**src/rtl/soc_pkg.sv**
```systemverilog
// Address map, widths and bus/memory struct types shared by every block of the fabric
package soc_pkg;

  // --------------------------------------------------------------------------
  // widths
  // --------------------------------------------------------------------------
  localparam int unsigned AddrWidth    = 32;
  localparam int unsigned DataWidth    = 64;
  localparam int unsigned StrbWidth    = DataWidth / 8;
  localparam int unsigned ByteOffWidth = $clog2(StrbWidth);

  // --------------------------------------------------------------------------
  // address map
  // --------------------------------------------------------------------------
  localparam logic [AddrWidth-1:0] RomBase    = 32'h0001_0000;
  localparam int unsigned          RomLength  = 32'h0000_1000;
  localparam logic [AddrWidth-1:0] SramBase   = 32'h8000_0000;
  localparam int unsigned          SramLength = 32'h0000_1000;

  localparam int unsigned RomWords     = RomLength / StrbWidth;
  localparam int unsigned SramWords    = SramLength / StrbWidth;
  localparam int unsigned WordIdxWidth = $clog2(SramWords);

  // debug request is held off this many cycles after reset
  localparam int unsigned DebugHoldoffCycles = 64;
  localparam int unsigned HoldoffCntWidth    = $clog2(DebugHoldoffCycles + 1);

  typedef enum logic [1:0] {
    RespOkay   = 2'b00,
    RespSlverr = 2'b10,
    RespDecerr = 2'b11
  } resp_e;

  // manager side of AXI4-Lite
  typedef struct packed {
    logic                 aw_valid;
    logic [AddrWidth-1:0] aw_addr;
    logic                 w_valid;
    logic [DataWidth-1:0] w_data;
    logic [StrbWidth-1:0] w_strb;
    logic                 b_ready;
    logic                 ar_valid;
    logic [AddrWidth-1:0] ar_addr;
    logic                 r_ready;
  } axil_req_t;

  // subordinate side of AXI4-Lite
  typedef struct packed {
    logic                 aw_ready;
    logic                 w_ready;
    logic                 b_valid;
    resp_e                b_resp;
    logic                 ar_ready;
    logic                 r_valid;
    logic [DataWidth-1:0] r_data;
    resp_e                r_resp;
  } axil_rsp_t;

  typedef struct packed {
    logic                    req;
    logic                    we;
    logic [WordIdxWidth-1:0] idx;
    logic [StrbWidth-1:0]    be;
    logic [DataWidth-1:0]    wdata;
  } mem_req_t;

  typedef struct packed {
    logic [DataWidth-1:0] rdata;
  } mem_rsp_t;

endpackage

```
**src/rtl/debug_req_gate.sv**
```systemverilog
// Masks the debug request after reset for a hold-off window and while debug is off
`timescale 1ns/1ps

module debug_req_gate (
  input  logic clk_i,
  input  logic rst_ni,
  input  logic debug_req_i,
  input  logic debug_en_i,
  output logic debug_req_o
);
  import soc_pkg::*;

  logic [HoldoffCntWidth-1:0] holdoff_q;

  // gives boot code time to run before a halt can land
  always_ff @(posedge clk_i or negedge rst_ni) begin
    if (!rst_ni) begin
      holdoff_q <= HoldoffCntWidth'(DebugHoldoffCycles);
    end else if (holdoff_q != '0) begin
      holdoff_q <= holdoff_q - 1'b1;
    end
  end

  // combinational once the window has closed
  assign debug_req_o = (holdoff_q == '0) & debug_en_i & debug_req_i;

endmodule

```
**config.mk**
```make
export PLATFORM = sky130hd
export DESIGN_NAME = debug_req_gate
export DESIGN_NICKNAME = d
export VERILOG_FILES = /design/src/rtl/soc_pkg.sv /design/src/rtl/debug_req_gate.sv
export SDC_FILE = /design/constraint.sdc
export NUM_CORES = 1
export LEC_CHECK = 0
export ABC_AREA = 1
export BUFFER_PORTS_ARGS = -buffer_cell sky130_fd_sc_hd__buf_4
export CAP_MARGIN = 20
export CORE_AREA = 5 5 42 44
export CTS_CLUSTER_SIZE = 28
export DETAILED_ROUTE_END_ITERATION = 8
export DIE_AREA = 0 0 47 49
export PLACE_DENSITY_LB_ADDON = 0.25
export SYNTH_ARGS = -nofsm -noshare
export SYNTH_HDL_FRONTEND = slang
export SYNTH_SLANG_ARGS = --single-unit
```
**constraint.sdc**
```tcl
create_clock -name clk_i -period 1.25 [get_ports clk_i]
set_input_delay 0 -clock clk_i [delete_from_list [all_inputs] [get_ports clk_i]]
set_output_delay 0 -clock clk_i [all_outputs]
set_load 0.02 [all_outputs]
```
==> results.py <==
metrics = {
    "outcome": {
        "violations": "setup timing",
        "outcome": "complete, but fails checks",
    },
    "logic_synthesis": {
        "synthesis.area_sq_um": 435.4,
        "yosysSeqAreaShare_pct": 40.52,
        "synth_simple_gate_area_share_pct": 41.09,
        "synth_fp_nets": 65,
        "synth_top_family_by_area": "simple AND/OR/NAND/NOR gates",
        "synthCells": 59,
        "synth-compound-area-share_pct": 1.149,
        "ys_types": 15,
        "synthAdderAreaFrac_pct": 5.747,
        "ys_warn_count": 0,
        "synthXorXnorAreaFrac_pct": 2.011,
        "synth.avg_cell_area_sq_um": 7.380,
        "ys_ff_latch": 7,
        "muxShareOfSynthArea_pct": 0,
    },
    "timing": {
        "drv_slew": 0,
        "finalCritPeriodShare_pct": 103.0,
        "rsz0062_at_grt": "true",
        "period_minus_slack_ns": 1.288,
        "worst_slack_ns": -0.03787,
        "fmax_mhz": 776.5,
        "holdWs_ns": 0.08307,
        "max-slew-margin-rel_pct": 87.53,
        "setup_violations": 1,
        "finalHoldViolations": 0,
        "worstMarginPinSlew_ns": 0.1864,
        "tns_ns": -0.03787,
        "clock_skew_ns": 0.01260,
    },
    "routing": {
        "via_per_inst": 4.378,
        "routed_wl_microns": 892,
        "via_count": 394,
        "ant_nets": 0,
        "drc_errors": 0,
        "drtIter0Drc": 5,
        "wl_per_cell_microns": 9.911,
        "firstDrtPassIters": 4,
    },
    "clock_network": {
        "clk_pin_slew_ns": 0.06,
        "clockRootBuffer": "clkbuf_4",
        "numCtsBuffers": 3,
        "h-tree-depth": 1,
        "clk_latency_ns": 0.26,
        "clockBufferDepth": 2,
        "cts_tree": "done",
        "cts.sinks": 7,
    },
    "global_routing": {
        "grt_pass1_wl_microns": 1476,
        "grt_max_degree": 8,
        "grt_overflow": 0,
        "grt_use_total_pct": 9.534,
        "antenna_found_initial": 0,
        "grt_pass1_vias": 359,
    },
    "setup_path": {
        "worstPathArrival_ns": 1.29,
        "cp_cell_sequence": "inv_2 > ha_4 > inv_2 > nor2_4 > nand2_4 > nor2_4 > buf_6",
        "path_class": "flip-flop to output port",
        "cp.required_ns": 1.25,
        "critPathMaxStageDelay_ns": 0.39,
        "end_kind": "output port",
        "cpMaxStageDelayCell": "dfrtp_1",
        "worst_setup_path_start_kind": "flip-flop",
        "crit_fanout": 4,
    },
    "floorplan": {
        "die_h_microns": 49,
        "rows": 14,
        "coreArea_sq_um": 1401,
        "io_pins": 5,
        "start_util_pct": 31.07,
        "fp.dieW_microns": 47,
        "die_area_sq_um": 2303,
    },
    "place": {
        "place_area_sq_um": 493.0,
        "io_buffer_count": 4,
        "dp_hpwl_microns": 641.5,
        "dp_cells": 80,
        "routabilityCongestion": 0.7734,
    },
    "finish": {
        "fin_nets": 81,
        "largest_reg_flops": 7,
        "fin_area_sq_um": 608.1,
        "drive_gt1_share_pct": 36.49,
        "top_regs": "holdoff_q x7",
        "num-fill-cells": 145,
        "num_antenna_cells": 0,
        "multiInputGateArea_sq_um": 255.2,
        "seqCellArea_sq_um": 176.4,
        "top_register": "holdoff_q",
        "fin_cells": 90,
        "synthToLayoutAreaGrowth_pct": 39.65,
    },
    "power_and_ir_drop": {
        "p_leak_uw": 0.0003324,
        "p_per_area_nw_per_um2": 767.0,
        "ir_drop_mv": 0.3441,
        "total_power_uw": 466.4,
    },
    "hold_path": {
        "hp-class": "input port to asynchronous set/reset pin",
    },
    "job": {
        "maxCapViolations": 0,
    },
}
## where the power goes
part | switching, uW | internal (uW) | leakage [uW]
clock network | 93.6 | 123 | 0.0000150
registers | 0 | 227 | 0.0000942
logic | 10.4 | 13.0 | 0.000223
## cell usage after synthesis, drive strengths merged
cell type / instances / area share (%)
a21oi: 1 / 1.1
dfrtp: 6 / 34
dfstp: 1 / 6.0
ha: 2 / 5.7
inv: 11 / 9.5
nand2: 18 / 18
nand3: 4 / 4.6
nand4: 2 / 2.9
nor2: 13 / 15
xnor2: 1 / 2.0
## layout by cell type, fill, tap and decap left out
cell            n
dfrtp_1         6
dfstp_2         1
inv_2           4
inv_1           7
a21oi_1         1
nor2_1         10
nand3_1         4
nand2_4         1
clkbuf_4        3
nand4_1         2
nor2_4          3
ha_4            2
buf_4           9
dlygate4sd3_1   1
xnor2_2         1
nand2_2         2
clkbuf_1        1
buf_6           1
nand2_1        15
## what timing repair did
action,in CTS,in global routing
buffers inserted,5,0
endpoints found under the hold margin,7,0
pin swaps,2,2
hold buffers,1,0
setup endpoints to repair,1,8
gates resized for setup,4,6
## per-layer routing
| metal | wire length [microns] | GRT usage [%] | vias up |
|---|---|---|---|
| li1 | - | - | 206 |
| met2 | 417 | 12.67 | 9 |
| met3 | 57 | 4.797 | 4 |
| met1 | 393 | 10.64 | 175 |
| met5 | 0 | 0 | - |
| met4 | 25 | 8.295 | 0 |
## final cells by class
cell class,instances,area share (%)
timing repair buffer,11,14.61
inverter,11,6.790
clock buffer,4,4.321
tap,16,3.292
sequential,7,29.01
multi-input combinational,41,41.98
## critical path: cells and delay by family (launching register included)
| kind | cells | cell delay, ns |
|---|---|---|
| DFF | 1 | 0.39 |
| buffers and inverters | 3 | 0.22 |
| adders and majority gates | 1 | 0.12 |
| and+or+nand+nor | 3 | 0.29 |
## kinds of logic (layout without fill, tap and decap cells)
kind of cell	after synthesis	after routing
AOI/OAI and AO/OA	1	1
xor gates and xnor gates	1	1
adders and majority gates	2	2
buffers and inverters	11	26
DFF	7	7
and+or+nand+nor	37	37
## per-stage QoR
| step | util (%) | setup WS [ns] |
|---|---|---|
| floorplan | - | 0.1483 |
| global placement | 35.18 | 0.1019 |
| detailed placement | 35.18 | 0.06586 |
| CTS | 41.07 | -0.09096 |
| global route | 43.39 | -0.08965 |
| finish | 43.39 | -0.03787 |
## final timing paths
check / from / cells after the start / endpoint / slack [ns]
setup / recovery: holdoff_q[0] / 7 / debug_req_o / -0.04
hold / removal: rst_ni / 2 / holdoff_q[3] / 0.08
setup reg to reg: holdoff_q[0] / 8 / holdoff_q[0] / 0.03
hold reg to reg: holdoff_q[0] / 2 / holdoff_q[0] / 0.54
max in group asynchronous: rst_ni / 2 / holdoff_q[6] / 0.96
min in group clk_i: debug_en_i / 4 / debug_req_o / 0.35
Power figures use the tool's default switching activity.
