File: src/rtl/soc_pkg.sv
// Address map, widths and bus/memory struct types shared by every block of the fabric
package soc_pkg;

  // --------------------------------------------------------------------------
  // widths
  // --------------------------------------------------------------------------
  localparam int unsigned AddrWidth    = 32;
  localparam int unsigned DataWidth    = 64;
  localparam int unsigned StrbWidth    = DataWidth / 8;
  localparam int unsigned ByteOffWidth = $clog2(StrbWidth);

  // --------------------------------------------------------------------------
  // address map
  // --------------------------------------------------------------------------
  localparam logic [AddrWidth-1:0] RomBase    = 32'h0001_0000;
  localparam int unsigned          RomLength  = 32'h0000_1000;
  localparam logic [AddrWidth-1:0] SramBase   = 32'h8000_0000;
  localparam int unsigned          SramLength = 32'h0000_1000;

  localparam int unsigned RomWords     = RomLength / StrbWidth;
  localparam int unsigned SramWords    = SramLength / StrbWidth;
  localparam int unsigned WordIdxWidth = $clog2(SramWords);

  // debug request is held off this many cycles after reset
  localparam int unsigned DebugHoldoffCycles = 64;
  localparam int unsigned HoldoffCntWidth    = $clog2(DebugHoldoffCycles + 1);

  typedef enum logic [1:0] {
    RespOkay   = 2'b00,
    RespSlverr = 2'b10,
    RespDecerr = 2'b11
  } resp_e;

  // manager side of AXI4-Lite
  typedef struct packed {
    logic                 aw_valid;
    logic [AddrWidth-1:0] aw_addr;
    logic                 w_valid;
    logic [DataWidth-1:0] w_data;
    logic [StrbWidth-1:0] w_strb;
    logic                 b_ready;
    logic                 ar_valid;
    logic [AddrWidth-1:0] ar_addr;
    logic                 r_ready;
  } axil_req_t;

  // subordinate side of AXI4-Lite
  typedef struct packed {
    logic                 aw_ready;
    logic                 w_ready;
    logic                 b_valid;
    resp_e                b_resp;
    logic                 ar_ready;
    logic                 r_valid;
    logic [DataWidth-1:0] r_data;
    resp_e                r_resp;
  } axil_rsp_t;

  typedef struct packed {
    logic                    req;
    logic                    we;
    logic [WordIdxWidth-1:0] idx;
    logic [StrbWidth-1:0]    be;
    logic [DataWidth-1:0]    wdata;
  } mem_req_t;

  typedef struct packed {
    logic [DataWidth-1:0] rdata;
  } mem_rsp_t;

endpackage

File: src/rtl/axil_mem_bridge.sv
// Turns each AXI4-Lite transaction into one single-word memory request
`timescale 1ns/1ps

module axil_mem_bridge #(
  parameter bit Writable = 1'b1
) (
  input  logic               clk_i,
  input  logic               rst_ni,
  input  soc_pkg::axil_req_t axil_req_i,
  output soc_pkg::axil_rsp_t axil_rsp_o,
  output soc_pkg::mem_req_t  mem_req_o,
  input  soc_pkg::mem_rsp_t  mem_rsp_i
);
  import soc_pkg::*;

  typedef enum logic [1:0] {StIdle, StReq, StResp} state_e;

  state_e                  state_d, state_q;
  logic                    we_q;
  logic [WordIdxWidth-1:0] idx_q;
  logic [StrbWidth-1:0]    be_q;
  logic [DataWidth-1:0]    wdata_q;
  logic                    wr_acc, rd_acc, rsp_done;

  assign wr_acc = (state_q == StIdle) & axil_req_i.aw_valid & axil_req_i.w_valid;
  assign rd_acc = (state_q == StIdle) & axil_req_i.ar_valid & ~wr_acc;

  always_comb begin
    axil_rsp_o          = '0;
    axil_rsp_o.aw_ready = wr_acc;
    axil_rsp_o.w_ready  = wr_acc;
    axil_rsp_o.ar_ready = rd_acc;
    // write response goes out in the same cycle as the memory request
    axil_rsp_o.b_valid  = we_q & (state_q != StIdle);
    axil_rsp_o.b_resp   = Writable ? RespOkay : RespSlverr;
    // memory holds its read data until the next request
    axil_rsp_o.r_valid  = ~we_q & (state_q == StResp);
    axil_rsp_o.r_data   = mem_rsp_i.rdata;
    axil_rsp_o.r_resp   = RespOkay;
  end

  assign rsp_done = (axil_rsp_o.b_valid & axil_req_i.b_ready) |
                    (axil_rsp_o.r_valid & axil_req_i.r_ready);

  always_comb begin
    state_d = state_q;
    unique case (state_q)
      StIdle:  if (wr_acc || rd_acc) state_d = StReq;
      StReq:   state_d = rsp_done ? StIdle : StResp;
      StResp:  if (rsp_done) state_d = StIdle;
      default: state_d = StIdle;
    endcase
  end

  // read-only target never sees a write strobe
  assign mem_req_o.req   = (state_q == StReq) & (~we_q | Writable);
  assign mem_req_o.we    = we_q;
  assign mem_req_o.idx   = idx_q;
  assign mem_req_o.be    = be_q;
  assign mem_req_o.wdata = wdata_q;

  always_ff @(posedge clk_i or negedge rst_ni) begin
    if (!rst_ni) begin
      state_q <= StIdle;
      we_q    <= 1'b0;
    end else begin
      state_q <= state_d;
      if (wr_acc || rd_acc) begin
        we_q <= wr_acc;
      end
    end
  end

  always_ff @(posedge clk_i) begin
    if (wr_acc) begin
      idx_q   <= axil_req_i.aw_addr[ByteOffWidth +: WordIdxWidth];
      be_q    <= axil_req_i.w_strb;
      wdata_q <= axil_req_i.w_data;
    end else if (rd_acc) begin
      idx_q <= axil_req_i.ar_addr[ByteOffWidth +: WordIdxWidth];
    end
  end

endmodule

File: config.mk
export PLATFORM = sky130hd
export DESIGN_NAME = axil_mem_bridge
export DESIGN_NICKNAME = d
export VERILOG_FILES = /design/src/rtl/soc_pkg.sv /design/src/rtl/axil_mem_bridge.sv
export SDC_FILE = /design/constraint.sdc
export NUM_CORES = 1
export LEC_CHECK = 0
export BUFFER_PORTS_ARGS = -buffer_cell sky130_fd_sc_hd__buf_4
export CORE_AREA = 2 2 140 142
export DETAILED_ROUTE_END_ITERATION = 8
export DIE_AREA = 0 0 142 144
export HOLD_SLACK_MARGIN = 0.15
export PLACE_DENSITY = 0.48
export SKIP_CTS_REPAIR_TIMING = 1
export SLEW_MARGIN = 20
export SYNTH_ARGS = -nofsm -noshare
export SYNTH_HDL_FRONTEND = slang
export SYNTH_SLANG_ARGS = --single-unit
export TNS_END_PERCENT = 30
File: constraint.sdc
create_clock -name clk_i -period 2.36 [get_ports clk_i]
set_input_delay 0.472 -clock clk_i [delete_from_list [all_inputs] [get_ports clk_i]]
set_output_delay 0.472 -clock clk_i [all_outputs]
set_load 0.01 [all_outputs]
==> results.toml <==
[critical_path]
worst_setup_path_end_kind = "primary output"
cp.required_ns = 1.89
cp_max_fo = 17
start_kind = "flop"
critical_path_class = "flop to primary output"
data_arrival_time_of_the_critical_path_ns = 1.57

[synthesis]
netlist.area_leader.share_pct = 74.1
synth.top_cells.by_area = "sky130_fd_sc_hd__edfxtp_1 (74%), sky130_fd_sc_hd__buf_4 (16%), sky130_fd_sc_hd__mux2_4 (3.7%)"
post-synth-top-count-cell = "sky130_fd_sc_hd__edfxtp_1"
netlist_area_sq_mm = 0.00328
synth_area_per_cell_sq_um = 18.1
synth.yosys.warnings = 0
yosys.area.top_type = "sky130_fd_sc_hd__edfxtp_1"
post_synth_inst_count = 181
yosys_most_used_dff = "sky130_fd_sc_hd__edfxtp_1"
postSynth.asyncResetShare_pct = 3.57
ys_top_cells_by_count = "sky130_fd_sc_hd__edfxtp_1 (81), sky130_fd_sc_hd__buf_4 (72), sky130_fd_sc_hd__mux2_4 (8), sky130_fd_sc_hd__a21oi_1 (3), sky130_fd_sc_hd__dfrtp_1 (3)"
ys_ff_latch = 84
synth_cell_type_count = 18
fraction_of_the_yosys_area_taken_by_sequential_cells_pct = 76.3
number_of_synthesized_flops_with_an_enable_pin = 81

[floorplanning]
ports_placed_on_the_boundary = 363
die_area_sq_mm = 0.0204
initial_utilization_pct = 17.2
die_width_um = 142
fp.coreArea_sq_mm = 0.0191
chipHeight_um = 144
core.rowCount = 51

[detailed_routing]
dr_total_vias = 1863
postRouteAntennaNets = 0
detail_route.iter0.violations = 85
dr.pass1.iters = 4
total_wirelength_of_the_detailed_routed_design_mm = 8.11
routedWlPerCell_um = 14.7
drt-vias-per-instance = 3.37
post-route-drc-count = 0

[global_routing]
wire_length_of_the_first_global_routing_pass_mm = 10.7
first_global_vias = 1794
number_of_antenna_violations_at_the_first_check_in_global_routing = 0
grt_start_max_net_pins = 57
global_route.usage.total_pct = 7.19
globalRouteOverflowTotal = 0

[worst_hold_path]
worstHoldPathType = "input port to flop"

[clocking]
clock_tree_from_tritoncts = "yes"
clk_pin_slew_worst_paths_ns = 0.07
cts_made_buffers = 9
max-clock-path-buffers = 2
h-tree-depth = 3
insertion_delay_ns = 0.33
cts-root-buf = "sky130_fd_sc_hd__clkbuf_16"
cts_sinks = 84

[layout]
post_layout_nets = 517
final_layout_size_suffix_gt1_share_pct = 67.9
num_antenna_cells = 0
n_fill_cell = 1985
growth_of_design_area_from_synthesis_to_finish_pct = 45.0

[timing]
worst_clock_skew_ns = 0.00975
final_critical_path_setup_slack_ns = 0.320
min_period_ns = 2.04
rsz0062_at_grt = "false"
setup_total_negative_slack_ns = 0
fmaxAchievable_ghz = 0.490
hold_violations = 0
final_min_period_over_clock_period_pct = 86.4
drv_slew = 0
report.final.setup_viol = 0

[flow_run]
max_cap_violations = 0

[pwr]
worst_ir_drop_vdd_mv = 0.266
combinationalPowerShare_pct = 19.3
power.sequential.fraction_pct = 47.7
clock_power_share_pct = 32.9
power_density_mw_per_mm2 = 867
total_leakage_power_nw = 1.95
netSwitchingPower_mw = 1.09
switching_share_pct = 26.3
internal-power_mw = 3.05

[placed_design]
post-place-ws_ns = 0.598
portBuffers = 184
gp_routability_congestion = 0.722

[run_status]
outcome = "complete, no violations"
==> per-stage QoR <==
| stage | util [%] | hold WS (ns) | instances | total power, mW | cell area (sq um) |
|---|---|---|---|---|---|
| 4_1_cts | 24.9 | -0.107 | 552 | 4.24 | 4750 |
| 6_report | 25.0 | 0.310 | 553 | 4.13 | 4760 |
| 5_1_grt | 25.0 | 0.286 | 553 | 4.35 | 4760 |
| 3_3_place_gp | 23.4 | 0.261 | 536 | 2.81 | 4460 |
| 2_1_floorplan | - | 0.176 | 184 | 2.43 | 3300 |
| 3_5_place_dp | 23.4 | 0.265 | 536 | 2.83 | 4460 |
==> area by class of cell <==
type / instances / area (sq um) / share of cell area, %
Clock buffer: 9 / 225 / 4.73
Multi-Input combinational cell: 27 / 236 / 4.96
Tap cell: 238 / 298 / 6.25
Clock inverter: 7 / 70.1 / 1.47
Timing Repair Buffer: 188 / 1430 / 29.9
Sequential cell: 84 / 2510 / 52.6
==> placed cells by master, fill, tap and decap left out, drive strengths merged, types with 2 or more instances in the layout <==
cell type,n
conb,4
mux2,9
inv,3
buf,187
clkinv,3
nor3,2
dfrtp,3
edfxtp,81
clkbuf,9
a21oi,3
==> layer usage <==
layer  track usage, %  vias to the layer above  part of all wire, %  wire, um
li1                 -                      833                    -         -
met1             7.19                      860                   35      2840
met2             12.0                      143                   50      4050
met3             2.95                       27                   10       830
met4             5.53                        0                  4.9       394
met5                0                        -                    0         0
==> state kept, by name, summed over array words and instances (netlist names) <==
signal   count
state_q      2
idx_q        9
be_q         8
we_q         1
wdata_q     64
==> power groups by stage <==
stage,combinational (mW),clock (mW),sequential (mW)
global placement,0.809,0,2.00
floorplan,0.359,0,2.07
global route,0.865,1.49,1.99
finish,0.798,1.36,1.97
detailed placement,0.818,0,2.01
CTS,0.820,1.44,1.98
==> worst max-delay path, stage by stage, from the launching register on <==
cell	delay [ns]
sky130_fd_sc_hd__dfrtp_1	0.45
sky130_fd_sc_hd__nor2_2	0.17
sky130_fd_sc_hd__and3_4	0.41
sky130_fd_sc_hd__buf_4	0.19
==> final timing paths <==
kind                                        startpoint  slack (ns)  cells past startpoint                      to
min in group asynchronous                       rst_ni        0.47                      2        we_q$_DFFE_PN0P_
worst max register to register  state_q[0]$_DFFE_PN0P_        0.60                      3   wdata_q[60]$_DFFE_PP_
worst min register to register        we_q$_DFFE_PN0P_        0.59                      1  state_q[1]$_DFFE_PN0P_
max in group asynchronous                       rst_ni        1.80                      2  state_q[0]$_DFFE_PN0P_
worst max-delay path            state_q[0]$_DFFE_PN0P_        0.32                      3          axil_rsp_o[72]
worst min-delay path                    axil_req_i[43]        0.31                      1    wdata_q[0]$_DFFE_PP_
==> cells by family after synthesis <==
kind of cell	synth area share, %
flip-flops	76.3
other	0.114
buffers and inverters	16.8
AO/OA/AOI/OAI	0.952
AND/OR/NAND/NOR	1.79
multiplexers	4.00
(Power assumes the default switching activity.)
