`src/rtl/soc_pkg.sv`:
```
// Address map, widths and bus/memory struct types shared by every block of the fabric
package soc_pkg;

  // --------------------------------------------------------------------------
  // widths
  // --------------------------------------------------------------------------
  localparam int unsigned AddrWidth    = 32;
  localparam int unsigned DataWidth    = 64;
  localparam int unsigned StrbWidth    = DataWidth / 8;
  localparam int unsigned ByteOffWidth = $clog2(StrbWidth);

  // --------------------------------------------------------------------------
  // address map
  // --------------------------------------------------------------------------
  localparam logic [AddrWidth-1:0] RomBase    = 32'h0001_0000;
  localparam int unsigned          RomLength  = 32'h0000_1000;
  localparam logic [AddrWidth-1:0] SramBase   = 32'h8000_0000;
  localparam int unsigned          SramLength = 32'h0000_1000;

  localparam int unsigned RomWords     = RomLength / StrbWidth;
  localparam int unsigned SramWords    = SramLength / StrbWidth;
  localparam int unsigned WordIdxWidth = $clog2(SramWords);

  // debug request is held off this many cycles after reset
  localparam int unsigned DebugHoldoffCycles = 64;
  localparam int unsigned HoldoffCntWidth    = $clog2(DebugHoldoffCycles + 1);

  typedef enum logic [1:0] {
    RespOkay   = 2'b00,
    RespSlverr = 2'b10,
    RespDecerr = 2'b11
  } resp_e;

  // manager side of AXI4-Lite
  typedef struct packed {
    logic                 aw_valid;
    logic [AddrWidth-1:0] aw_addr;
    logic                 w_valid;
    logic [DataWidth-1:0] w_data;
    logic [StrbWidth-1:0] w_strb;
    logic                 b_ready;
    logic                 ar_valid;
    logic [AddrWidth-1:0] ar_addr;
    logic                 r_ready;
  } axil_req_t;

  // subordinate side of AXI4-Lite
  typedef struct packed {
    logic                 aw_ready;
    logic                 w_ready;
    logic                 b_valid;
    resp_e                b_resp;
    logic                 ar_ready;
    logic                 r_valid;
    logic [DataWidth-1:0] r_data;
    resp_e                r_resp;
  } axil_rsp_t;

  typedef struct packed {
    logic                    req;
    logic                    we;
    logic [WordIdxWidth-1:0] idx;
    logic [StrbWidth-1:0]    be;
    logic [DataWidth-1:0]    wdata;
  } mem_req_t;

  typedef struct packed {
    logic [DataWidth-1:0] rdata;
  } mem_rsp_t;

endpackage

```
`src/rtl/axil_addr_decoder.sv`:
```
// Routes the single AXI4-Lite manager to ROM, SRAM or a local decode-error reply
`timescale 1ns/1ps

module axil_addr_decoder (
  input  logic               clk_i,
  input  logic               rst_ni,
  input  soc_pkg::axil_req_t mgr_req_i,
  output soc_pkg::axil_rsp_t mgr_rsp_o,
  output soc_pkg::axil_req_t rom_req_o,
  input  soc_pkg::axil_rsp_t rom_rsp_i,
  output soc_pkg::axil_req_t sram_req_o,
  input  soc_pkg::axil_rsp_t sram_rsp_i
);
  import soc_pkg::*;

  typedef enum logic [1:0] {StIdle, StRom, StSram, StErr} state_e;

  state_e               state_d, state_q;
  logic                 err_write_d, err_write_q;
  logic                 wr_req, rd_req;
  logic [AddrWidth-1:0] dec_addr;
  logic                 hit_rom, hit_sram;
  logic                 sel_rom;
  axil_rsp_t            tgt_rsp;
  axil_req_t            quiet_req, fwd_req;

  function automatic logic in_region(input logic [AddrWidth-1:0] addr,
                                     input logic [AddrWidth-1:0] base,
                                     input int unsigned          length);
    return (addr >= base) && (addr < base + length);
  endfunction

  // write needs address and data together, a read waits for any pending write
  assign wr_req   = mgr_req_i.aw_valid & mgr_req_i.w_valid;
  assign rd_req   = mgr_req_i.ar_valid & ~mgr_req_i.aw_valid & ~mgr_req_i.w_valid;
  assign dec_addr = wr_req ? mgr_req_i.aw_addr : mgr_req_i.ar_addr;
  assign hit_rom  = in_region(dec_addr, RomBase, RomLength);
  assign hit_sram = in_region(dec_addr, SramBase, SramLength);

  // live decode while idle, registered target afterwards
  assign sel_rom = (state_q == StIdle) ? hit_rom : (state_q == StRom);
  assign tgt_rsp = sel_rom ? rom_rsp_i : sram_rsp_i;

  always_comb begin
    quiet_req          = mgr_req_i;
    quiet_req.aw_valid = 1'b0;
    quiet_req.w_valid  = 1'b0;
    quiet_req.ar_valid = 1'b0;
    quiet_req.b_ready  = 1'b0;
    quiet_req.r_ready  = 1'b0;

    fwd_req     = quiet_req;
    mgr_rsp_o   = '0;
    state_d     = state_q;
    err_write_d = err_write_q;

    unique case (state_q)
      StIdle: begin
        if (hit_rom || hit_sram) begin
          fwd_req.aw_valid   = wr_req;
          fwd_req.w_valid    = wr_req;
          fwd_req.ar_valid   = rd_req;
          mgr_rsp_o.aw_ready = wr_req & tgt_rsp.aw_ready;
          mgr_rsp_o.w_ready  = wr_req & tgt_rsp.w_ready;
          mgr_rsp_o.ar_ready = rd_req & tgt_rsp.ar_ready;
          if ((wr_req && tgt_rsp.aw_ready) || (rd_req && tgt_rsp.ar_ready)) begin
            state_d = hit_rom ? StRom : StSram;
          end
        end else if (wr_req || rd_req) begin
          // unmapped, take it here and answer next cycle
          mgr_rsp_o.aw_ready = wr_req;
          mgr_rsp_o.w_ready  = wr_req;
          mgr_rsp_o.ar_ready = rd_req;
          err_write_d        = wr_req;
          state_d            = StErr;
        end
      end
      StRom, StSram: begin
        fwd_req.b_ready   = mgr_req_i.b_ready;
        fwd_req.r_ready   = mgr_req_i.r_ready;
        mgr_rsp_o.b_valid = tgt_rsp.b_valid;
        mgr_rsp_o.b_resp  = tgt_rsp.b_resp;
        mgr_rsp_o.r_valid = tgt_rsp.r_valid;
        mgr_rsp_o.r_data  = tgt_rsp.r_data;
        mgr_rsp_o.r_resp  = tgt_rsp.r_resp;
        if ((tgt_rsp.b_valid && mgr_req_i.b_ready) ||
            (tgt_rsp.r_valid && mgr_req_i.r_ready)) begin
          state_d = StIdle;
        end
      end
      StErr: begin
        mgr_rsp_o.b_valid = err_write_q;
        mgr_rsp_o.b_resp  = RespDecerr;
        mgr_rsp_o.r_valid = ~err_write_q;
        mgr_rsp_o.r_resp  = RespDecerr;
        if ((err_write_q && mgr_req_i.b_ready) || (!err_write_q && mgr_req_i.r_ready)) begin
          state_d = StIdle;
        end
      end
      default: state_d = StIdle;
    endcase
  end

  assign rom_req_o  = sel_rom ? fwd_req : quiet_req;
  assign sram_req_o = sel_rom ? quiet_req : fwd_req;

  always_ff @(posedge clk_i or negedge rst_ni) begin
    if (!rst_ni) begin
      state_q     <= StIdle;
      err_write_q <= 1'b0;
    end else begin
      state_q     <= state_d;
      err_write_q <= err_write_d;
    end
  end

endmodule

```
`config.mk`:
```
export PLATFORM = sky130hd
export DESIGN_NAME = axil_addr_decoder
export DESIGN_NICKNAME = d
export VERILOG_FILES = /design/src/rtl/soc_pkg.sv /design/src/rtl/axil_addr_decoder.sv
export SDC_FILE = /design/constraint.sdc
export NUM_CORES = 1
export LEC_CHECK = 0
export BUFFER_PORTS_ARGS = -buffer_cell sky130_fd_sc_hd__buf_2
export CAP_MARGIN = 20
export CORE_AREA = 5 5 249 251
export DETAILED_ROUTE_END_ITERATION = 12
export DIE_AREA = 0 0 254 256
export GPL_TIMING_DRIVEN = 0
export PLACE_DENSITY_LB_ADDON = 0.1
export REMOVE_ABC_BUFFERS = 1
export SLEW_MARGIN = 40
export SYNTH_ARGS = -nofsm -noshare
export SYNTH_HDL_FRONTEND = slang
export SYNTH_SLANG_ARGS = --single-unit
```
`constraint.sdc`:
```
create_clock -name clk_i -period 2.5 [get_ports clk_i]
set_input_delay 0.5 -clock clk_i [delete_from_list [all_inputs] [get_ports clk_i]]
set_output_delay 0.5 -clock clk_i [all_outputs]
set_load 0.05 [all_outputs]
```
==> results of run 1 <==
[layer usage]
layer  wire length, um  vias up  track usage, %  part of all wire, %
met5               991        -           10.08                  2.0
met3             11920       53           15.66                   24
met2             20620      718           21.11                   41
met1             16810     2139           14.18                   33
met4               325       34           1.134                 0.64
li1                  -     1891               -                    -
[where the power goes]
group / switching, mW / total (mW) / internal (mW) / leakage [nW]
clock network: 0.0402 / 0.250 / 0.210 / 0.0382
logic: 5.95 / 9.82 / 3.87 / 3.06
registers: 0.0326 / 0.107 / 0.0742 / 0.0354
total: 6.02 / 10.2 / 4.16 / 3.14
[metrics by stage]
| stage | setup WS (ns) | area (sq um) | utilization (%) | TNS [ns] |
|---|---|---|---|---|
| after global routing | -0.6600 | 7051 | 11.81 | -42.92 |
| after floorplan | -1.262 | 1849 | - | -82.36 |
| final | -0.5728 | 7051 | 11.81 | -37.09 |
| after detailed placement | -1.505 | 4776 | 8.002 | -93.40 |
| after CTS | -0.6866 | 6160 | 10.32 | -43.57 |
| after global placement | -2.531 | 4604 | 7.715 | -174.88 |
[synth_stat cells, types with 2 or more instances]
cell type	instances
buf_4	277
nand2_1	139
a21boi_1	36
a21boi_0	30
nor2_1	17
buf_2	11
clkbuf_1	8
a21oi_1	7
mux2_2	6
inv_1	4
nor4_1	4
o21ai_0	4
dfrtp_1	3
ha_1	3
mux2i_1	3
nand3_1	3
nor2b_1	3
nor3_1	3
nor4_4	3
mux2_1	2
mux2_4	2
nand2_2	2
nor3_2	2
xnor2_1	2
[sequential cells by signal, summed over array words and instances, names as in the netlist]
| register | flops |
|---|---|
| state_q | 2 |
| err_write_q | 1 |
[what timing repair did]
| item | CTS | global route |
|---|---|---|
| gates resized for setup | 260 | 232 |
| endpoints found under the hold margin | 0 | 0 |
| buffers inserted | 47 | 10 |
| setup endpoints to repair | 85 | 85 |
| pin swaps | 45 | 114 |
| gates cloned | 7 | 1 |
[cell type report]
cell class	instances	share of cell area, %
clock buffers	4	1.118
inverters	4	0.2484
diodes	1	0.03549
flip-flops and latches	3	1.065
repair buffers	407	45.31
multi-input cells	295	38.35
well taps	782	13.88
[final timing paths]
path	cells after the start	endpoint	start	slack, ns
max in group asynchronous	1	state_q[0]$_DFFE_PN0P_	rst_ni	2.32
worst min-delay path	1	err_write_q$_DFFE_PN0P_	rst_ni	0.07
worst min register to register	1	state_q[1]$_DFFE_PN0P_	state_q[1]$_DFFE_PN0P_	0.55
worst max register to register	11	state_q[0]$_DFFE_PN0P_	state_q[0]$_DFFE_PN0P_	0.02
min in group clk_i	1	state_q[1]$_DFFE_PN0P_	state_q[1]$_DFFE_PN0P_	0.55
worst max-delay path	11	mgr_rsp_o[70]	mgr_req_i[29]	-0.57
[critical path, cell delays in order]
cell and delay (ns):
buf_2 0.13, nor4_2 0.31, and4_4 0.32, buf_12 0.11, o2111ai_4 0.16, nand2_8 0.20, buf_16 0.15, mux2_4 0.30
a22oi_2 0.16, nor2_2 0.06, buf_6 0.16
[cells by family (layout without fill, tap and decap cells)]
family,Yosys count,count (layout),share of synthesized area (%)
other,0,1,0
AOI/OAI and AO/OA,89,89,17.21
buffers and inverters,301,415,54.46
and+or+nand+nor,188,188,21.37
xor gates and xnor gates,2,2,0.4350
muxes,13,13,3.728
DFF,3,3,1.864
adders and majority gates,3,3,0.9321
[placed cells by master, fill, tap and decap left out, types with 4 or more instances in the layout]
cell	instances
buf_4	21
o21ai_0	4
nor2_4	7
a21boi_2	45
a21oi_2	5
nand2_2	24
nand2_4	41
a21boi_1	6
nand2_1	75
buf_2	266
mux2_4	8
nor4_4	5
a21boi_4	14
nor2_1	8
buf_8	17
buf_6	79
buf_16	10
buf_12	13
clkbuf_16	4
==> run_results.csv, run 1 <==
group,metric,value,unit
run_status,outcome,"finished with violations",
run_status,violations,"negative setup slack",
synth,async_flop_share,100.0,%
sta,hold-worst-slack,0.06978,ns
sta,tightest_slew,0.5674,ns
detailed_routing,via_count,4835,
detailed_routing,initialDrtViolationCount,160,
synth,yosys.area.top_type,"buf_4",
floorplan,core_area,59680,sq um
sta,setup_viol,85,
critical_path,worstPathArrival,2.57,ns
min_path,hp-class,"input port to async pin",
floorplan,die_area,65020,sq um
synth,ys_warn_count,0,
grt,grt_pass1_wl,61380,um
floorplan,die_h,256,um
sta,post-route-period-util,122.9,%
layout,fill_cells,6967,
sta,fmax,325.4,MHz
synth,synthCells,599,
clock_tree,cts.sinks,3,
clock_tree,clk_transition_reported_paths,0.03,ns
sta,drv_slew,0,
sta,skew,0.0006673,ns
clock_tree,htreeDepth,1,
critical_path,cp_max_fo,5,
clock_tree,cts_buffers,3,
synth,synth_cell_types,49,
clock_tree,cts_tree,"yes",
synth,synth_top_area_share,51.63,%
power_and_ir_drop,vdd_drop_max,0.6489,mV
layout,syn2layout_area_growth,75.05,%
layout,fin_nets,1006,
clock_tree,cts_buffer_depth,2,
power_and_ir_drop,power.leakage,3.137,nW
sta,fin_crit,3.073,ns
sta,slew_headroom,62.09,%
clock_tree,clock-root-buffer,"clkbuf_16",
synth,seq_area_frac_synth,1.864,%
detailed_routing,wl_per_cell,33.87,um
detailed_routing,drtAntennaViolNets,0,
layout,multiInputGateArea,2704,sq um
detailed_routing,vias_per_cell,3.232,
floorplan,rows,90,
synth,avgSynthCellArea,6.724,sq um
critical_path,required,2.00,ns
synth,syn_area,4028,sq um
place,placedCellCount,1445,
floorplan,die_x,254,um
synth,yosys_register_bits,3,
grt,antenna_found_initial,8,
detailed_routing,drc,0,
detailed_routing,wl,50680,um
sta,hold_viol,0,
grt,grt_pass1_vias,5025,
place,io_buffers,355,
place,routabilityCongestion,0.7540,
layout,layout-drive-gt1-share,83.03,%
layout,fin_cells,1496,
place,dp_hpwl,41630,um
synth,synth_flop_cell,"dfrtp_1",
sta,rsz0062_at_grt,"true",
critical_path,cp-start-kind,"input port",
clock_tree,clk_latency,0.22,ns
layout,seqCellArea,75.07,sq um
critical_path,worstSetupEndpointType,"primary output",
floorplan,ios,644,
floorplan,initial_core_util,6.748,%
power_and_ir_drop,power_density,1444,nW/um^2
synth,netlist_top_cells_area,"buf_4, nand2_1, a21boi_1",
grt,track_usage,14.49,%
detailed_routing,drt_first_pass_iters,4,
grt,overflow,0,
power_and_ir_drop,p_total,10.18,mW
run,maxCapViolCount,0,
synth,synth_edf_count,0,
clock_tree,cts_hold_buf,0,
critical_path,path_class,"input port to primary output",
sta,fin_ws,-0.5728,ns
grt,grt_max_degree,49,
Power figures use the tool's default switching activity.
==> run 2, diff against run 1 <==
--- a/config.mk
+++ b/config.mk
@@ -8,10 +8,11 @@
 export BUFFER_PORTS_ARGS = -buffer_cell sky130_fd_sc_hd__buf_2
 export CAP_MARGIN = 20
 export CORE_AREA = 5 5 249 251
+export CTS_BUF_LIST = sky130_fd_sc_hd__clkbuf_4
 export DETAILED_ROUTE_END_ITERATION = 12
 export DIE_AREA = 0 0 254 256
 export GPL_TIMING_DRIVEN = 0
-export PLACE_DENSITY_LB_ADDON = 0.1
+export PLACE_DENSITY = 0.3
 export REMOVE_ABC_BUFFERS = 1
 export SLEW_MARGIN = 40
 export SYNTH_ARGS = -nofsm -noshare
==> run_results.csv, run 2 (same netlist as run 1, synthesis figures left out) <==
group,metric,value,unit
sta,hold-worst-slack,0.04843,ns
grt,grt_pass1_wl,56380,um
sta,fmax,335.0,MHz
sta,rsz0062_at_grt,"true",
layout,top_regs,"state_q (2), err_write_q (1)",
clock_tree,cts_hold_buf,0,
power_and_ir_drop,power.leakage,3.309,nW
floorplan,die_h,256,um
grt,track_usage,13.37,%
detailed_routing,drt_first_pass_iters,4,
grt,overflow,0,
run_status,outcome,"finished with violations",
layout,largest_reg_flops,2,
critical_path,critPathBufInv,5,
power_and_ir_drop,power_density,1452,nW/um^2
floorplan,die_area,65020,sq um
grt,grt_pass1_vias,4925,
layout,regMostFlops,"state_q",
clock_tree,htreeDepth,1,
floorplan,initial_core_util,6.748,%
run,maxCapViolCount,0,
critical_path,worstPathArrival,2.49,ns
critical_path,cp-start-kind,"input port",
floorplan,rows,90,
detailed_routing,wl,46840,um
clock_tree,cts_tree,"yes",
critical_path,path_delay_family,"simple AND/OR/NAND/NOR gates",
sta,skew,0.007947,ns
critical_path,cp_max_fo,7,
sta,post-route-period-util,119.4,%
place,routabilityCongestion,0.8659,
sta,slew_headroom,64.74,%
critical_path,worstSetupEndpointType,"primary output",
grt,antenna_found_initial,4,
grt,grt_max_degree,59,
sta,hold_viol,0,
sta,drv_slew,0,
place,io_buffers,355,
floorplan,ios,644,
layout,fill_cells,6900,
critical_path,path_class,"input port to primary output",
detailed_routing,drtAntennaViolNets,0,
critical_path,r2r_start,"state_q[0]$_DFFE_PN0P_",
detailed_routing,vias_per_cell,3.241,
min_path,hp-class,"input port to async pin",
detailed_routing,via_count,4852,
clock_tree,cts_buffer_depth,2,
place,dp_hpwl,35570,um
power_and_ir_drop,vdd_drop_max,0.7889,mV
detailed_routing,drc,0,
clock_tree,clk_transition_reported_paths,0.05,ns
layout,layout-drive-gt1-share,86.55,%
detailed_routing,initialDrtViolationCount,207,
layout,layout_common_cells,"buf_2, buf_6, nand2_4, nand2_1, a21boi_2",
layout,fin_cells,1497,
floorplan,core_area,59680,sq um
detailed_routing,wl_per_cell,31.29,um
sta,tns,-33.70,ns
sta,fin_crit,2.985,ns
place,placedCellCount,1444,
clock_tree,clk_latency,0.24,ns
layout,final_common_cell,"buf_2",
critical_path,r2r_setup_slack,0.01,ns
power_and_ir_drop,p_total,10.60,mW
layout,syn2layout_area_growth,81.14,%
critical_path,required,2.00,ns
critical_path,slowest_delay,0.35,ns
layout,fin_nets,1007,
sta,fin_ws,-0.4853,ns
floorplan,die_x,254,um
clock_tree,cts.sinks,3,
critical_path,path_cells,"buf_8 -> nor4_4 -> and4_4 -> o2111a_2 -> nor2_4 -> clkbuf_16 -> buf_16 -> buf_12 -> nand2_4 -> a21boi_4 -> buf_6",
clock_tree,clock-root-buffer,"clkbuf_4",
clock_tree,cts_buffers,3,
run_status,violations,"negative setup slack",
critical_path,cp-startpoint,"mgr_req_i[125]",
sta,setup_viol,85,
critical_path,slowest_stage,"nor4_4",
sta,tightest_slew,0.5289,ns
[run 2: through the flow]
| stage | utilization [%] | setup slack (ns) | instance area (sq um) |
|---|---|---|---|
| after global placement | 7.715 | -2.434 | 4604 |
| final | 12.22 | -0.4853 | 7296 |
| after detailed placement | 7.969 | -1.630 | 4756 |
| after CTS | 10.92 | -0.5246 | 6516 |
| after global routing | 12.22 | -0.5653 | 7296 |
| after floorplan | - | -1.262 | 1849 |
[run 2: layout make-up]
| type | count | area (sq um) | area share (%) |
|---|---|---|---|
| Antenna cell | 1 | 2.502 | 0.03430 |
| Clock buffer | 4 | 30.03 | 0.4116 |
| Inverter | 4 | 15.01 | 0.2058 |
| Multi-Input combinational cell | 295 | 2883 | 39.51 |
| Sequential cell | 3 | 75.07 | 1.029 |
| Tap cell | 782 | 978.4 | 13.41 |
| Timing Repair Buffer | 408 | 3312 | 45.40 |
[run 2: worst register-to-register path, delay by kind of cell (launching register included)]
family                   cells  cell delay, ns
buffers and inverters        6            0.80
adder cells (fa/ha/maj)      1            0.20
flip-flops                   1            0.40
AO/OA/AOI/OAI                2            0.32
multiplexers                 1            0.32
AND/OR/NAND/NOR              2            0.33
[run 2: layer usage]
layer	track usage (%)	share of wire (%)
met1	14.85	38
met2	18.61	39
met3	12.43	20
met4	1.507	1.2
met5	8.797	1.6
[run 2: path summary, 6_finish.rpt]
check | to | cells after the start
setup / recovery | mgr_rsp_o[24] | 11
hold / removal | err_write_q$_DFFE_PN0P_ | 1
setup reg to reg | state_q[1]$_DFFE_PN0P_ | 12
hold reg to reg | state_q[1]$_DFFE_PN0P_ | 1
max in group asynchronous | state_q[1]$_DFFE_PN0P_ | 1
min in group clk_i | state_q[1]$_DFFE_PN0P_ | 1
[run 2: what timing repair did]
item | in CTS | in global routing
pin swaps | 75 | 89
resized for setup | 338 | 196
setup endpoints to repair | 85 | 85
buffers inserted | 29 | 6
cloned | 14 | 2
[run 2: power breakdown]
part	switching (mW)	total (mW)	internal, mW
Combinational	6.17	10.4	4.22
Sequential	0.0283	0.103	0.0742
Clock	0.0312	0.102	0.0710
==> run 3, diff against run 2 <==
--- a/config.mk
+++ b/config.mk
@@ -12,6 +12,7 @@
 export DETAILED_ROUTE_END_ITERATION = 12
 export DIE_AREA = 0 0 254 256
 export GPL_TIMING_DRIVEN = 0
+export MAX_ROUTING_LAYER = met4
 export PLACE_DENSITY = 0.3
 export REMOVE_ABC_BUFFERS = 1
 export SLEW_MARGIN = 40
==> run_results.csv, run 3 (same netlist as run 1, synthesis figures left out) <==
group,metric,value,unit
critical_path,r2r_start,"state_q[0]$_DFFE_PN0P_",
detailed_routing,drtAntennaViolNets,0,
sta,fin_ws,-0.4733,ns
clock_tree,cts_hold_buf,0,
power_and_ir_drop,vdd_drop_max,0.7900,mV
power_and_ir_drop,power.leakage,3.345,nW
detailed_routing,drc,0,
layout,layout-drive-gt1-share,86.45,%
clock_tree,cts_buffers,3,
critical_path,r2r-end,"state_q[1]$_DFFE_PN0P_",
sta,tns,-32.99,ns
power_and_ir_drop,p_comb_share,98.1,%
clock_tree,clock-root-buffer,"clkbuf_4",
power_and_ir_drop,p_sw,6.217,mW
detailed_routing,vias_per_cell,3.223,
sta,fmax,336.3,MHz
detailed_routing,met3WireLength,9815,um
layout,regMostFlops,"state_q",
floorplan,die_x,254,um
grt,grt_max_degree,59,
critical_path,r2r_setup_slack,0.02,ns
sta,post-route-period-util,118.9,%
critical_path,worstSetupEndpointType,"primary output",
critical_path,path_class,"input port to primary output",
critical_path,path_common_cell,"buf_6",
sta,fin_crit,2.973,ns
critical_path,slowest_stage,"o2111a_2",
sta,slew_headroom,65.04,%
clock_tree,cts_buffer_depth,2,
clock_tree,cts.sinks,3,
clock_tree,htreeDepth,1,
detailed_routing,wl_met2,18700,um
grt,grt_pass1_wl,56700,um
power_and_ir_drop,power_density,1452,nW/um^2
grt,antenna_found_initial,4,
critical_path,reg2regPathDepth,12,
sta,tightest_slew,0.5243,ns
layout,largest_reg_flops,2,
grt,overflow,0,
detailed_routing,wl,47230,um
detailed_routing,highest_layer,"met4",
min_path,hp-class,"input port to async pin",
detailed_routing,drt_first_pass_iters,5,
sta,rsz0062_at_grt,"true",
clock_tree,clk_transition_reported_paths,0.05,ns
power_and_ir_drop,swShare,58.55,%
sta,setup_viol,85,
layout,syn2layout_area_growth,81.52,%
run_status,violations,"negative setup slack",
detailed_routing,wl_per_cell,31.47,um
floorplan,core_area,59680,sq um
layout,layout_common_cells,"buf_2, buf_6, nand2_4, nand2_1, a21boi_2",
critical_path,cp_max_fo,7,
floorplan,rows,90,
place,dp_hpwl,35570,um
critical_path,cp-start-kind,"input port",
detailed_routing,initialDrtViolationCount,230,
critical_path,path_delay_family,"buffers and inverters",
sta,hold_viol,0,
layout,fin_util,12.25,%
place,routabilityCongestion,0.8800,
critical_path,required,2.00,ns
run_status,outcome,"finished with violations",
sta,skew,0.01092,ns
power_and_ir_drop,power.internal,4.400,mW
power_and_ir_drop,p_seq_share,1.0,%
critical_path,critPathBufInv,5,
critical_path,path_cells,"buf_6 -> and4bb_1 -> and4_4 -> o2111a_2 -> nor2_4 -> clkbuf_16 -> buf_16 -> buf_12 -> nand2_4 -> a21boi_4 -> buf_6",
power_and_ir_drop,p_clk_share,1.0,%
clock_tree,clk_latency,0.24,ns
detailed_routing,met1_length,18420,um
critical_path,slowest_delay,0.29,ns
floorplan,die_area,65020,sq um
run,maxCapViolCount,0,
grt,grt_pass1_vias,4901,
grt,track_usage,13.83,%
layout,fin_nets,1009,
floorplan,initial_core_util,6.748,%
sta,drv_slew,0,
layout,top_regs,"state_q (2), err_write_q (1)",
layout,final_common_cell,"buf_2",
floorplan,die_h,256,um
floorplan,ios,644,
critical_path,worstPathArrival,2.47,ns
place,io_buffers,355,
clock_tree,cts_tree,"yes",
detailed_routing,via_count,4838,
run 3: cell types whose count changed in the layout (fill, tap and decap cells not counted), sizes merged:
cell,previous run,this run
diode,1,3
buf,405,407
run 3: power by group through the flow:
| stage | sequential (mW) | clock (mW) | combinational, mW |
|---|---|---|---|
| final | 0.101 | 0.103 | 10.4 |
| after global routing | 0.106 | 0.113 | 10.9 |
| after CTS | 0.101 | 0.104 | 9.71 |
| after detailed placement | 0.100 | 0 | 6.72 |
| after global placement | 0.0992 | 0 | 5.38 |
| after floorplan | 0.0922 | 0 | 4.29 |
run 3: routing by layer:
metal | vias to the layer above | global-route usage, %
met5 | - | -
met4 | 0 | 1.313
met3 | 24 | 12.58
met2 | 678 | 18.97
met1 | 2232 | 15.47
li1 | 1904 | -
run 3: how the worst max path moves through the flow:
stage,start,endpoint,slack [ns],depth (start not counted)
final,mgr_req_i[107],mgr_rsp_o[6],-0.47,11
after CTS,mgr_req_i[140],mgr_rsp_o[3],-0.52,11
after global routing,mgr_req_i[125],mgr_rsp_o[24],-0.58,10
after floorplan,mgr_req_i[131],mgr_rsp_o[16],-1.26,6
after detailed placement,mgr_req_i[140],mgr_rsp_o[24],-1.63,11
after global placement,mgr_req_i[30],mgr_rsp_o[6],-2.43,8
run 3: what timing repair did:
action,CTS,global route
gates resized for setup,338,192
pin swaps,75,83
cloned,14,2
setup endpoints to repair,85,85
setup buffers,29,9
run 3: cell type report:
type | instances | area (sq um)
diodes | 3 | 7.507
clock buffers | 4 | 30.03
fillers | 6899 | 52370
inverters | 4 | 15.01
multi-input cells | 295 | 2851
flip-flops and latches | 3 | 75.07
well taps | 782 | 978.4
repair buffers | 410 | 3353
run 3: stage by stage:
step	hold slack, ns	power (mW)	std cells	worst slack [ns]	area, sq um
2_1_floorplan	0.2044	4.381	302	-1.262	1849
3_3_place_gp	0.3018	5.482	1439	-2.434	4604
3_5_place_dp	0.3048	6.823	1444	-1.630	4756
4_1_cts	0.04651	9.920	1491	-0.5246	6516
5_1_grt	0.04087	11.14	1501	-0.5828	7311
6_report	0.04585	10.62	1501	-0.4733	7311
